File: src/tsc_defines.svh
`ifndef TSC_DEFINES_SVH
`define TSC_DEFINES_SVH

// datapath and address width
`define TSC_WORD_W 16

// general registers r0..r3
`define TSC_NUM_REGS 4

// first fetch address out of reset
`define TSC_RESET_PC 16'h0000

// link register for JAL and JRL
`define TSC_LINK_REG 2

`endif
File: src/tsc_pkg.sv
`include "tsc_defines.svh"

package tsc_pkg;

   //////////////////////////////
   // vector types
   //////////////////////////////
   typedef logic [`TSC_WORD_W-1:0]            word_t;
   typedef logic [$clog2(`TSC_NUM_REGS)-1:0]  reg_idx_t;
   typedef logic [3:0]                        opcode_t;
   typedef logic [5:0]                        func_t;
   typedef logic [3:0]                        alu_op_t;
   typedef logic [1:0]                        wb_src_t;

   //////////////////////////////
   // opcodes, ir[15:12]
   //////////////////////////////
   localparam opcode_t OP_BNE   = 4'd0;
   localparam opcode_t OP_BEQ   = 4'd1;
   localparam opcode_t OP_BGZ   = 4'd2;
   localparam opcode_t OP_BLZ   = 4'd3;
   localparam opcode_t OP_ADI   = 4'd4;
   localparam opcode_t OP_ORI   = 4'd5;
   localparam opcode_t OP_LHI   = 4'd6;
   localparam opcode_t OP_JMP   = 4'd9;
   localparam opcode_t OP_JAL   = 4'd10;
   localparam opcode_t OP_RTYPE = 4'd15;

   // function codes, ir[5:0] of R-type
   localparam func_t FN_ADD = 6'd0;
   localparam func_t FN_SUB = 6'd1;
   localparam func_t FN_AND = 6'd2;
   localparam func_t FN_ORR = 6'd3;
   localparam func_t FN_NOT = 6'd4;
   localparam func_t FN_TCP = 6'd5;
   localparam func_t FN_SHL = 6'd6;
   localparam func_t FN_SHR = 6'd7;
   localparam func_t FN_JPR = 6'd25;
   localparam func_t FN_JRL = 6'd26;
   localparam func_t FN_WWD = 6'd28;
   localparam func_t FN_HLT = 6'd29;

   // alu selects; low eight line up with the R-type function codes
   localparam alu_op_t ALU_ADD = 4'd0;
   localparam alu_op_t ALU_SUB = 4'd1;
   localparam alu_op_t ALU_AND = 4'd2;
   localparam alu_op_t ALU_ORR = 4'd3;
   localparam alu_op_t ALU_NOT = 4'd4;
   localparam alu_op_t ALU_TCP = 4'd5;
   localparam alu_op_t ALU_SHL = 4'd6;
   localparam alu_op_t ALU_SHR = 4'd7;
   // branch compares
   localparam alu_op_t ALU_BNE = 4'd8;
   localparam alu_op_t ALU_BEQ = 4'd9;
   localparam alu_op_t ALU_BGZ = 4'd10;
   localparam alu_op_t ALU_BLZ = 4'd11;

   // writeback sources
   localparam wb_src_t WB_ALU  = 2'd0;
   localparam wb_src_t WB_IMM  = 2'd1;
   localparam wb_src_t WB_LINK = 2'd2;

endpackage

File: src/tsc_core.sv
`timescale 1ns/10ps

module tsc_core (
   input  logic            clk,
   input  logic            reset_n,
   input  tsc_pkg::word_t  i_inst_data,
   output tsc_pkg::word_t  o_inst_addr,
   output tsc_pkg::word_t  o_output_port,
   output logic            o_output_valid,
   output logic            o_halted,
   output tsc_pkg::word_t  o_num_inst
);
   import tsc_pkg::*;

   // IF/ID
   word_t    ir;
   word_t    pc_id;
   logic     id_valid;

   // decode outputs
   reg_idx_t dec_rs;
   reg_idx_t dec_rt;
   reg_idx_t dec_wr_idx;
   logic     dec_reg_write;
   alu_op_t  dec_alu_op;
   logic     dec_use_imm;
   word_t    dec_imm;
   wb_src_t  dec_wb_src;
   logic     dec_is_branch;
   logic     dec_is_jump;
   logic     dec_jump_reg;
   word_t    dec_jump_imm;
   logic     dec_output_write;
   logic     dec_halt;
   word_t    rf_rs_data;
   word_t    rf_rt_data;

   // ID/EX
   logic     ex_valid;
   logic     ex_reg_write;
   logic     ex_is_branch;
   logic     ex_is_jump;
   logic     ex_jump_reg;
   logic     ex_output_write;
   logic     ex_halt;
   word_t    ex_pc;
   reg_idx_t ex_rs;
   reg_idx_t ex_rt;
   reg_idx_t ex_wr_idx;
   word_t    ex_rs_data;
   word_t    ex_rt_data;
   alu_op_t  ex_alu_op;
   logic     ex_use_imm;
   word_t    ex_imm;
   wb_src_t  ex_wb_src;
   word_t    ex_jump_imm;

   // EX stage
   word_t    fwd_a;
   word_t    fwd_b;
   word_t    alu_b;
   word_t    alu_result;
   logic     alu_taken;
   word_t    link_pc;
   word_t    jump_pc;
   word_t    ex_wb_data;
   logic     redirect;
   word_t    redirect_pc;

   // EX/WB
   logic     wb_valid;
   logic     wb_reg_write;
   logic     wb_output_write;
   logic     wb_halt;
   reg_idx_t wb_idx;
   word_t    wb_data;
   logic     rf_we;

   // pipeline control
   logic     hold;
   logic     freeze;
   logic     halted_r;
   word_t    num_inst;

   tsc_fetch tsc_fetch_inst (
      .clk           (clk),
      .reset_n       (reset_n),
      .i_inst_data   (i_inst_data),
      .i_redirect    (redirect),
      .i_redirect_pc (redirect_pc),
      .i_hold        (hold),
      .i_halted      (freeze),
      .o_inst_addr   (o_inst_addr),
      .o_ir          (ir),
      .o_pc_id       (pc_id)
   );

   tsc_decoder tsc_decoder_inst (
      .i_ir           (ir),
      .o_rs           (dec_rs),
      .o_rt           (dec_rt),
      .o_wr_idx       (dec_wr_idx),
      .o_reg_write    (dec_reg_write),
      .o_alu_op       (dec_alu_op),
      .o_use_imm      (dec_use_imm),
      .o_imm          (dec_imm),
      .o_wb_src       (dec_wb_src),
      .o_is_branch    (dec_is_branch),
      .o_is_jump      (dec_is_jump),
      .o_jump_reg     (dec_jump_reg),
      .o_jump_imm     (dec_jump_imm),
      .o_output_write (dec_output_write),
      .o_halt         (dec_halt)
   );

   tsc_regfile tsc_regfile_inst (
      .clk       (clk),
      .reset_n   (reset_n),
      .i_rs      (dec_rs),
      .i_rt      (dec_rt),
      .i_we      (rf_we),
      .i_wr_idx  (wb_idx),
      .i_wr_data (wb_data),
      .o_rs_data (rf_rs_data),
      .o_rt_data (rf_rt_data)
   );

   tsc_alu tsc_alu_inst (
      .i_op     (ex_alu_op),
      .i_a      (fwd_a),
      .i_b      (alu_b),
      .o_result (alu_result),
      .o_taken  (alu_taken)
   );

   // HLT in ID parks fetch, HLT in WB stops everything
   assign hold   = id_valid & dec_halt;
   assign freeze = halted_r | (wb_valid & wb_halt);

   //////////////////////////////
   // IF/ID valid
   //////////////////////////////
   always_ff @(posedge clk) begin
      if (!reset_n) begin
         id_valid <= 1'b0;
      end else if (!freeze) begin
         if (redirect) begin
            id_valid <= 1'b0;
         end else if (!hold) begin
            id_valid <= 1'b1;
         end
      end
   end

   //////////////////////////////
   // ID/EX latch
   //////////////////////////////
   always_ff @(posedge clk) begin
      if (!reset_n) begin
         ex_valid        <= 1'b0;
         ex_reg_write    <= 1'b0;
         ex_is_branch    <= 1'b0;
         ex_is_jump      <= 1'b0;
         ex_jump_reg     <= 1'b0;
         ex_output_write <= 1'b0;
         ex_halt         <= 1'b0;
      end else if (!freeze) begin
         // redirect in EX squashes the instruction behind it
         ex_valid        <= id_valid & ~redirect;
         ex_reg_write    <= dec_reg_write;
         ex_is_branch    <= dec_is_branch;
         ex_is_jump      <= dec_is_jump;
         ex_jump_reg     <= dec_jump_reg;
         ex_output_write <= dec_output_write;
         ex_halt         <= dec_halt;
      end
   end

   always_ff @(posedge clk) begin
      if (!freeze) begin
         ex_pc       <= pc_id;
         ex_rs       <= dec_rs;
         ex_rt       <= dec_rt;
         ex_wr_idx   <= dec_wr_idx;
         ex_rs_data  <= rf_rs_data;
         ex_rt_data  <= rf_rt_data;
         ex_alu_op   <= dec_alu_op;
         ex_use_imm  <= dec_use_imm;
         ex_imm      <= dec_imm;
         ex_wb_src   <= dec_wb_src;
         ex_jump_imm <= dec_jump_imm;
      end
   end

   //////////////////////////////
   // execute
   //////////////////////////////
   // WB result bypasses the value read in ID
   assign rf_we = wb_valid & wb_reg_write;
   assign fwd_a = (rf_we && (wb_idx == ex_rs)) ? wb_data : ex_rs_data;
   assign fwd_b = (rf_we && (wb_idx == ex_rt)) ? wb_data : ex_rt_data;
   assign alu_b = ex_use_imm ? ex_imm : fwd_b;

   assign link_pc = ex_pc + 1'b1;

   // JPR/JRL go to rs, JMP/JAL stay in the current 4K page
   assign jump_pc = ex_jump_reg ? fwd_a : {ex_pc[15:12], ex_jump_imm[11:0]};

   // taken branch is pc+1+offset, otherwise a jump
   assign redirect_pc = ex_is_jump ? jump_pc : (link_pc + ex_imm);
   assign redirect    = ex_valid & ~freeze & (ex_is_jump | (ex_is_branch & alu_taken));

   always_comb begin
      case (ex_wb_src)
         WB_IMM:  ex_wb_data = ex_imm;
         WB_LINK: ex_wb_data = link_pc;
         default: ex_wb_data = alu_result;
      endcase
   end

   //////////////////////////////
   // EX/WB latch
   //////////////////////////////
   always_ff @(posedge clk) begin
      if (!reset_n) begin
         wb_valid        <= 1'b0;
         wb_reg_write    <= 1'b0;
         wb_output_write <= 1'b0;
         wb_halt         <= 1'b0;
      end else if (!freeze) begin
         wb_valid        <= ex_valid;
         wb_reg_write    <= ex_reg_write;
         wb_output_write <= ex_output_write;
         wb_halt         <= ex_halt;
      end
   end

   always_ff @(posedge clk) begin
      if (!freeze) begin
         wb_idx  <= ex_wr_idx;
         wb_data <= ex_wb_data;
      end
   end

   //////////////////////////////
   // commit
   //////////////////////////////
   always_ff @(posedge clk) begin
      if (!reset_n) begin
         halted_r      <= 1'b0;
         num_inst      <= '0;
         o_output_port <= '0;
      end else begin
         // one count per instruction leaving WB, HLT counted once
         if (wb_valid && !halted_r) begin
            num_inst <= num_inst + 1'b1;
         end
         if (wb_valid && wb_halt) begin
            halted_r <= 1'b1;
         end
         // WWD value shows while it sits in WB
         if (!freeze && ex_valid && ex_output_write) begin
            o_output_port <= fwd_a;
         end
      end
   end

   assign o_output_valid = wb_valid & wb_output_write;
   assign o_halted       = freeze;
   assign o_num_inst     = num_inst;

   // both slots squashed by a redirect reach WB as bubbles
   a_no_bubble_write : assert property (
      @(posedge clk) disable iff (!reset_n)
      ($past(redirect, 2) || $past(redirect, 3)) |-> (!rf_we && !o_output_valid));

   // no output strobe right out of reset
   a_no_strobe_in_reset : assert property (
      @(posedge clk) !reset_n |=> !o_output_valid);

endmodule

File: src/tsc_alu.sv
`timescale 1ns/10ps

module tsc_alu (
   input  tsc_pkg::alu_op_t  i_op,
   input  tsc_pkg::word_t    i_a,
   input  tsc_pkg::word_t    i_b,
   output tsc_pkg::word_t    o_result,
   output logic              o_taken
);
   import tsc_pkg::*;

   always_comb begin
      o_result = '0;
      o_taken  = 1'b0;
      case (i_op)
         //////////////////////////////
         // arithmetic and logic
         //////////////////////////////
         ALU_ADD: o_result = i_a + i_b;
         ALU_SUB: o_result = i_a - i_b;
         ALU_AND: o_result = i_a & i_b;
         ALU_ORR: o_result = i_a | i_b;
         // unary ops ignore i_b
         ALU_NOT: o_result = ~i_a;
         ALU_TCP: o_result = ~i_a + 1'b1;
         ALU_SHL: o_result = i_a << 1;
         // arithmetic, keeps the sign bit
         ALU_SHR: o_result = $signed(i_a) >>> 1;

         //////////////////////////////
         // branch compares
         //////////////////////////////
         ALU_BNE: o_taken = (i_a != i_b);
         ALU_BEQ: o_taken = (i_a == i_b);
         // signed tests against zero, rt unused
         ALU_BGZ: o_taken = ($signed(i_a) > 0);
         ALU_BLZ: o_taken = ($signed(i_a) < 0);
         default: ;
      endcase
   end

endmodule

File: src/tsc_regfile.sv
`timescale 1ns/10ps
`include "tsc_defines.svh"

module tsc_regfile (
   input  logic               clk,
   input  logic               reset_n,
   input  tsc_pkg::reg_idx_t  i_rs,
   input  tsc_pkg::reg_idx_t  i_rt,
   input  logic               i_we,
   input  tsc_pkg::reg_idx_t  i_wr_idx,
   input  tsc_pkg::word_t     i_wr_data,
   output tsc_pkg::word_t     o_rs_data,
   output tsc_pkg::word_t     o_rt_data
);
   import tsc_pkg::*;

   word_t regs [`TSC_NUM_REGS];

   //////////////////////////////
   // write port, from WB
   //////////////////////////////
   always_ff @(posedge clk) begin
      if (!reset_n) begin
         for (int i = 0; i < `TSC_NUM_REGS; i++) begin
            regs[i] <= '0;
         end
      end else if (i_we) begin
         regs[i_wr_idx] <= i_wr_data;
      end
   end

   // read ports
   // same-cycle write shows through, so ID sees the WB result
   assign o_rs_data = (i_we && (i_wr_idx == i_rs)) ? i_wr_data : regs[i_rs];
   assign o_rt_data = (i_we && (i_wr_idx == i_rt)) ? i_wr_data : regs[i_rt];

endmodule

File: src/tsc_decoder.sv
`timescale 1ns/10ps
`include "tsc_defines.svh"

module tsc_decoder (
   input  tsc_pkg::word_t     i_ir,
   output tsc_pkg::reg_idx_t  o_rs,
   output tsc_pkg::reg_idx_t  o_rt,
   output tsc_pkg::reg_idx_t  o_wr_idx,
   output logic               o_reg_write,
   output tsc_pkg::alu_op_t   o_alu_op,
   output logic               o_use_imm,
   output tsc_pkg::word_t     o_imm,
   output tsc_pkg::wb_src_t   o_wb_src,
   output logic               o_is_branch,
   output logic               o_is_jump,
   output logic               o_jump_reg,
   output tsc_pkg::word_t     o_jump_imm,
   output logic               o_output_write,
   output logic               o_halt
);
   import tsc_pkg::*;

   opcode_t  opcode;
   func_t    func;
   reg_idx_t rd;
   word_t    imm_sext;
   word_t    imm_zext;
   word_t    imm_high;

   // instruction fields
   assign opcode   = i_ir[15:12];
   assign func     = i_ir[5:0];
   assign o_rs     = i_ir[11:10];
   assign o_rt     = i_ir[9:8];
   assign rd       = i_ir[7:6];

   // immediate forms
   assign imm_sext = {{8{i_ir[7]}}, i_ir[7:0]};
   assign imm_zext = {8'h00, i_ir[7:0]};
   assign imm_high = {i_ir[7:0], 8'h00};

   // 12-bit page offset for JMP/JAL
   assign o_jump_imm = {4'h0, i_ir[11:0]};

   always_comb begin
      // default is a no-op; I-type writes rt
      o_wr_idx       = o_rt;
      o_reg_write    = 1'b0;
      o_alu_op       = ALU_ADD;
      o_use_imm      = 1'b0;
      o_imm          = imm_sext;
      o_wb_src       = WB_ALU;
      o_is_branch    = 1'b0;
      o_is_jump      = 1'b0;
      o_jump_reg     = 1'b0;
      o_output_write = 1'b0;
      o_halt         = 1'b0;
      case (opcode)
         // branches compare rs against rt or zero
         OP_BNE: begin
            o_is_branch = 1'b1;
            o_alu_op    = ALU_BNE;
         end
         OP_BEQ: begin
            o_is_branch = 1'b1;
            o_alu_op    = ALU_BEQ;
         end
         OP_BGZ: begin
            o_is_branch = 1'b1;
            o_alu_op    = ALU_BGZ;
         end
         OP_BLZ: begin
            o_is_branch = 1'b1;
            o_alu_op    = ALU_BLZ;
         end
         OP_ADI: begin
            o_reg_write = 1'b1;
            o_use_imm   = 1'b1;
         end
         OP_ORI: begin
            o_reg_write = 1'b1;
            o_use_imm   = 1'b1;
            o_alu_op    = ALU_ORR;
            o_imm       = imm_zext;
         end
         // LHI bypasses the alu
         OP_LHI: begin
            o_reg_write = 1'b1;
            o_imm       = imm_high;
            o_wb_src    = WB_IMM;
         end
         OP_JMP: begin
            o_is_jump = 1'b1;
         end
         OP_JAL: begin
            o_is_jump   = 1'b1;
            o_reg_write = 1'b1;
            o_wb_src    = WB_LINK;
            o_wr_idx    = reg_idx_t'(`TSC_LINK_REG);
         end
         OP_RTYPE: begin
            case (func)
               FN_ADD, FN_SUB, FN_AND, FN_ORR, FN_NOT, FN_TCP, FN_SHL, FN_SHR: begin
                  o_reg_write = 1'b1;
                  o_wr_idx    = rd;
                  // select equals the function code here
                  o_alu_op    = {1'b0, func[2:0]};
               end
               FN_JPR: begin
                  o_is_jump  = 1'b1;
                  o_jump_reg = 1'b1;
               end
               FN_JRL: begin
                  o_is_jump   = 1'b1;
                  o_jump_reg  = 1'b1;
                  o_reg_write = 1'b1;
                  o_wb_src    = WB_LINK;
                  o_wr_idx    = reg_idx_t'(`TSC_LINK_REG);
               end
               FN_WWD: o_output_write = 1'b1;
               FN_HLT: o_halt = 1'b1;
               default: ;
            endcase
         end
         default: ;
      endcase
   end

endmodule

File: src/tsc_fetch.sv
`timescale 1ns/10ps
`include "tsc_defines.svh"

module tsc_fetch (
   input  logic            clk,
   input  logic            reset_n,
   input  tsc_pkg::word_t  i_inst_data,
   input  logic            i_redirect,
   input  tsc_pkg::word_t  i_redirect_pc,
   input  logic            i_hold,
   input  logic            i_halted,
   output tsc_pkg::word_t  o_inst_addr,
   output tsc_pkg::word_t  o_ir,
   output tsc_pkg::word_t  o_pc_id
);
   import tsc_pkg::*;

   // R-type with an unused function code, decodes to nothing
   localparam word_t NOP_INST = {OP_RTYPE, 6'd0, 6'h3f};

   word_t pc;
   word_t ir;
   word_t pc_id;

   logic  advance;

   // plain sequential fetch, predicted not-taken
   assign advance = !i_halted && !i_redirect && !i_hold;

   //////////////////////////////
   // pc and IF/ID instruction
   //////////////////////////////
   always_ff @(posedge clk) begin
      if (!reset_n) begin
         pc <= `TSC_RESET_PC;
         ir <= NOP_INST;
      end else if (!i_halted) begin
         if (i_redirect) begin
            // target from EX wins over hold
            pc <= i_redirect_pc;
            ir <= NOP_INST;
         end else if (!i_hold) begin
            pc <= pc + 1'b1;
            ir <= i_inst_data;
         end
      end
   end

   // pc of the instruction now in ID
   always_ff @(posedge clk) begin
      if (advance) begin
         pc_id <= pc;
      end
   end

   assign o_inst_addr = pc;
   assign o_ir        = ir;
   assign o_pc_id     = pc_id;

   // no fetch movement once halt has reached WB
   a_pc_frozen_on_halt : assert property (
      @(posedge clk) disable iff (!reset_n) i_halted |=> (pc == $past(pc)));

endmodule

File: config.mk
export PLATFORM = sky130hd
export DESIGN_NAME = tsc_core
export DESIGN_NICKNAME = d
export VERILOG_FILES = /design/src/tsc_pkg.sv /design/src/tsc_core.sv /design/src/tsc_alu.sv /design/src/tsc_regfile.sv /design/src/tsc_decoder.sv /design/src/tsc_fetch.sv
export VERILOG_INCLUDE_DIRS = /design/src
export SDC_FILE = /design/constraint.sdc
export NUM_CORES = 1
export LEC_CHECK = 0
export ABC_AREA = 1
export BUFFER_PORTS_ARGS = -buffer_cell sky130_fd_sc_hd__buf_2
export CAP_MARGIN = 40
export CORE_MARGIN = 4
export CORE_UTILIZATION = 50
export CTS_CLUSTER_SIZE = 30
export DETAILED_ROUTE_END_ITERATION = 6
export PLACE_DENSITY = 0.78
export SLEW_MARGIN = 0
export SYNTH_ARGS = -nofsm -noshare
export SYNTH_HDL_FRONTEND = slang
export SYNTH_HIERARCHICAL = 1
export SYNTH_SLANG_ARGS = --single-unit
File: constraint.sdc
create_clock -name clk -period 4.8 [get_ports clk]
set_input_delay 1.2 -clock clk [delete_from_list [all_inputs] [get_ports clk]]
set_output_delay 1.2 -clock clk [all_outputs]
set_load 0.005 [all_outputs]
Yosys cells after proc, flatten, opt, wreduce, memory -nomap -nowiden
Memory sizes are Yosys's and may differ from the RTL's. A register that Yosys moved wholly into a read port is not among the register bits. Cells that the tools add are included.

Memory bits (writable): 64. Memories: 1. Bits in registers: 200. Input bits: 18. Logic and storage cells: 167.

Memory list: tsc_regfile_inst.regs (depth 4, width 16, read ports 2, clocked after Yosys merged registers in 2, write ports 4, RTL line tsc_regfile.sv:17) `` word_t regs [`TSC_NUM_REGS]; ``.

Reduce and logical (&&, ||, !) cells: 26. Mux-type cells: 45. Bitwise gates (word level): 15. Equal/unequal tests: 40. Order comparisons: 2. Add/subtract/negate cells: 7.

Operators by type and width (count): $mux 16 (12); $pmux 16 s8 (1); $add 16x1->16 const B (4); $pmux 16 s2 (2); $add 16x16->16 (2); $eq 4x3->1 const B (7); $eq 4x4->1 const B (7); $eq 6x3->1 const B (4); $eq 6x5->1 const B (4); $pmux 4 s6 (1); $and 16x16->16 (1); $eq 16x16->1 (1); $eq 4x2->1 const B (4); $gt 16x1->1 const B (1); $lt 16x1->1 const B (1); $mux 1 (16); $ne 16x16->1 (1); $not 16->16 (1); $or 16x16->16 (1); $reduce_or 16->1 (1); $sub 16x16->16 (1); $eq 6x2->1 const B (2); $mux 2 (6); $logic_and 1x1->1 (10); other kinds (22) (44).

Longest topological paths before layout
Depth after elaboration: 13. Gate-level depth with buffers: 26. Gate-level depth less buffers: 24.

Cells and area by module
The synthesis kept the hierarchy.

By module, submodules not included: tsc_core (cells each 892, times used 1, seq. area each 4113.9 µm², area an instance 7637.3 µm²); tsc_regfile (cells each 597, times used 1, seq. area each 1921.8 µm², area an instance 4184.0 µm²); tsc_alu (cells each 659, times used 1, seq. area each 0.0 µm², area an instance 3414.5 µm²); tsc_fetch (cells each 264, times used 1, seq. area each 1121.1 µm², area an instance 2225.9 µm²); tsc_decoder (cells each 111, times used 1, seq. area each 0.0 µm², area an instance 578.1 µm²).

Worst setup path after synthesis
OpenSTA, ideal clock, no wires.

Path kind: reg2reg. Start point: register wb_valid. End point: register wb_halt. Period minus slack after synthesis: 4240 ps. Cell stages (with the launch flop): 5. Path buffers: 1. Slack: 560 ps. Required time: 4685 ps. Setup time: 115 ps. Arrival time: 4125 ps. Cells stage by stage: dfxtp_1 a21oi_1 clkbuf_1 o21ai_0 a21oi_1.

Cells in the longest elaborated chain, start to end: 2.

Ends and longest elaborated chain: start, declared (RTL line tsc_core.sv:71) `logic wb_valid;`; start signal, assigned (RTL line tsc_core.sv:231) `wb_valid <= ex_valid;`; $and 1x1->1 (RTL line tsc_core.sv:138) `assign freeze = halted_r | (wb_valid & wb_halt);`; $or 1x1->1 (RTL line tsc_core.sv:138); end signal, assigned (RTL line tsc_core.sv:234) `wb_halt <= ex_halt;`; end, declared (RTL line tsc_core.sv:74) `logic wb_halt;`.

No other way between the ends. A chain may end at the register's enable or synchronous reset.

Final worst setup path
Start point: register wb_idx[1]. End point: register tsc_fetch_inst.pc[3] (netlist: tsc_fetch_inst/o_inst_addr[3]).

Cells in the longest elaborated chain, start to end: 11.

Ends and longest elaborated chain: start, declared (RTL line tsc_core.sv:75) `reg_idx_t wb_idx;`; start signal, assigned (RTL line tsc_core.sv:240) `wb_idx <= ex_wr_idx;`; $eq 2x2->1 (*) (RTL line tsc_core.sv:201) `assign fwd_b = (rf_we && (wb_idx == ex_rt)) ? wb_data : ex_rt_data;`; $logic_and 1x1->1 (*) (RTL line tsc_core.sv:201); $mux 16 (*) (RTL line tsc_core.sv:201); $mux 16 (*) (RTL line tsc_core.sv:202) `assign alu_b = ex_use_imm ? ex_imm : fwd_b;`; named net alu_b[6] (RTL line tsc_core.sv:61) `word_t alu_b;`; $eq 16x16->1 / $ne 16x16->1 (equally long branches) (RTL line tsc_alu.sv:34, tsc_alu.sv:33); $pmux 1 s4 (*) (RTL line tsc_alu.sv:15) `case (i_op)`; named net alu_taken (RTL line tsc_core.sv:63) `logic alu_taken;`; $and 1x1->1 (*) (RTL line tsc_core.sv:211) `assign redirect = ex_valid & ~freeze & (ex_is_jump | (ex_is_branch & alu_taken));`; $or 1x1->1 (*) (RTL line tsc_core.sv:211); $and 1x1->1 (*) (RTL line tsc_core.sv:211); named net redirect (RTL line tsc_core.sv:67) `logic redirect;`; $ne 2x2->1 (no line); $reduce_and 2->1 (no line); end signal, assigned (RTL line tsc_fetch.sv:35) `` pc <= `TSC_RESET_PC; ``; end signal, assigned (RTL line tsc_fetch.sv:40) `pc <= i_redirect_pc;`; end signal, assigned (RTL line tsc_fetch.sv:43) `pc <= pc + 1'b1;`; end, declared (RTL line tsc_fetch.sv:21) `word_t pc;`.

The timed path passes the listed nets; every way through them passes the cells marked *.

==> results.sh <==
export IMPL_antenna_cells=0
export IMPL_crit_path_end_kind="flip-flop"
export IMPL_core_mm2=0.0356
export IMPL_slowest_delay_ps=520
export IMPL_vias=17600
export IMPL_ios=68
export IMPL_vdd_drop_max_v=0.000346
export IMPL_ys_warn_count=6
export IMPL_regMostFlops="tsc_regfile_inst/regs"
export IMPL_grt_max_degree=65
export IMPL_cts_buffers=29
export IMPL_cp_top_family="simple AND/OR/NAND/NOR gates"
export IMPL_ctsLongestPathBuffers=3
export IMPL_crit_buf_inv=5
export IMPL_avgSynthCellArea_um2=7.15
export IMPL_worstMarginPinSlew_ps=909
export IMPL_fmax_mhz=224
export IMPL_relSlewSlack_pct=39.0
export IMPL_setup_tns_ps=0
export IMPL_maxCapViolations=0
export IMPL_gp_congestion=1.04
export IMPL_drtIter0Drc=2345
export IMPL_cp_arrival_ps=4880
export IMPL_period_minus_slack_ps=4460
export IMPL_hold_path_startpoint="tsc_fetch_inst/o_pc_id[10]"
export IMPL_clock_skew_final_ps=14.5
export IMPL_die_x_um=198
export IMPL_cts_root_buf="clkbuf_16"
export IMPL_path_common_cell="a21oi_1"
export IMPL_drc=0
export IMPL_fin_nets=2652
export IMPL_grt_pass1_wl_um=89800
export IMPL_post_drt_wl_per_cell_um=19.1
export IMPL_finalPower_mw=6.63
export IMPL_cp_cell_sequence="xnor2_1 > nand3_2 > clkinvlp_4 > a21oi_1 > a21oi_1 > inv_1 > ha_1 > nor2_1 > nand2_1 > nor2_1 > nand4_1 > nand3_2 > a21oi_1 > nor2_1 > buf_4 > inv_8 > a21oi_4 > buf_6 > o21ai_0 > nand2_1 > a21oi_1"
export IMPL_powerDensity_mw_per_mm2=336
export IMPL_hold_viol=0
export IMPL_htree_num_levels=1
export IMPL_rsz0062_at_grt="false"
export IMPL_layout_drive_gt1_share_pct=10.0
export IMPL_fin_crit_sh_pct=92.8
export IMPL_syn_num_nets=2612
export IMPL_rows=69
export IMPL_antenna_found_initial=0
export IMPL_cts_tree="done"
export IMPL_area_growth_syn_to_layout_pct=9.64
export IMPL_final_antenna_net_count=0
export IMPL_hpwlAfterDp_um=43400
export IMPL_largest_register_ffs=64
export IMPL_hold_path_class="flip-flop to flip-flop"
export IMPL_first_global_vias=16300
export IMPL_start_util_pct=50.6
export IMPL_setup_violations=0
export IMPL_die_area_mm2=0.0391
export IMPL_start_kind="flip-flop"
export IMPL_worst_skew_pair_late_latency_ps=580
export IMPL_status="completed"
export IMPL_worstPathRequired_ps=5230
export IMPL_portBuffers=67
export IMPL_cp_startpoint="wb_idx[1]"
export IMPL_vias_per_cell=5.79
export IMPL_cp_slowest_cell="edfxtp_1"
export IMPL_cts_sinks=264
export IMPL_die_y_um=198
export IMPL_grt_overflow=0
export IMPL_grt_use_total_pct=28.8
export IMPL_leakage_nw=9.32
export IMPL_cts_reportedPaths_clkPinSlew_ps=60
export IMPL_firstDrtPassIters=7
export IMPL_maxSlewViolCount=0
export IMPL_worst_setup_path_type="flip-flop to flip-flop"
export IMPL_critPathMaxFanout=28
export IMPL_synth_cells=2518
export IMPL_timing_rr_start="wb_idx[1]"
export IMPL_wl_um=58200
export IMPL_syn_cell_area_mm2=0.0180
## metrics by stage
| stage | hold WS (ps) | cell area (um2) | std cells | utilization [%] | setup slack [ps] |
|---|---|---|---|---|---|
| after global placement | 400 | 18600 | 2983 | 52.4 | 270 |
| final | 418 | 19700 | 3042 | 55.5 | 343 |
| after floorplan | 400 | 18000 | 2518 | - | 560 |
| after CTS | 418 | 19700 | 3040 | 55.4 | 111 |
| after global routing | 426 | 19700 | 3042 | 55.5 | 23.9 |
| after detailed placement | 405 | 18700 | 2986 | 52.6 | 153 |
## placed cells by master, fill, tap and decap left out, types with 67 or more instances in the layout
cell type	count
inv_1	324
ha_1	73
a21oi_1	163
nand3_1	235
nand2_1	713
buf_2	67
o21ai_0	98
edfxtp_1	187
nor2_1	266
dfxtp_1	77
## final timing paths
kind	end	cells after the start	slack (ps)
setup / recovery	tsc_fetch_inst/o_inst_addr[3]	21	340
hold / removal	ex_pc[10]	0	420
setup reg to reg	tsc_fetch_inst/o_inst_addr[3]	21	340
hold reg to reg	ex_pc[10]	0	420
## power by group
| group | switching [mW] | internal [mW] |
|---|---|---|
| logic | 1.04 | 0.426 |
| registers | 0.220 | 2.61 |
| clock network | 0.946 | 1.38 |
## per-layer routing
layer	vias up	GRT usage [%]	wire, um	part of all wire, %
li1	8240	-	-	-
met1	8114	39.2	23100	40
met2	1075	45.7	26000	45
met3	186	4.80	6240	11
met4	0	12.4	2910	5.0
met5	-	0	0	0
## what timing repair did
action                                  in CTS  in global routing
setup buffers                                0                  2
resized for setup                            0                  6
endpoints found under the setup margin       0                 48
hold buffers                                 0                  0
## area by class of cell
class / instances / area (um2)
Fill cell: 3248 / 15800
Multi-Input combinational cell: 1794 / 8930
Sequential cell: 264 / 7160
Inverter: 358 / 1360
Clock buffer: 34 / 744
Timing Repair Buffer: 111 / 729
Tap cell: 461 / 577
Clock inverter: 20 / 249
No activity file was read; power rests on OpenSTA's default activity.
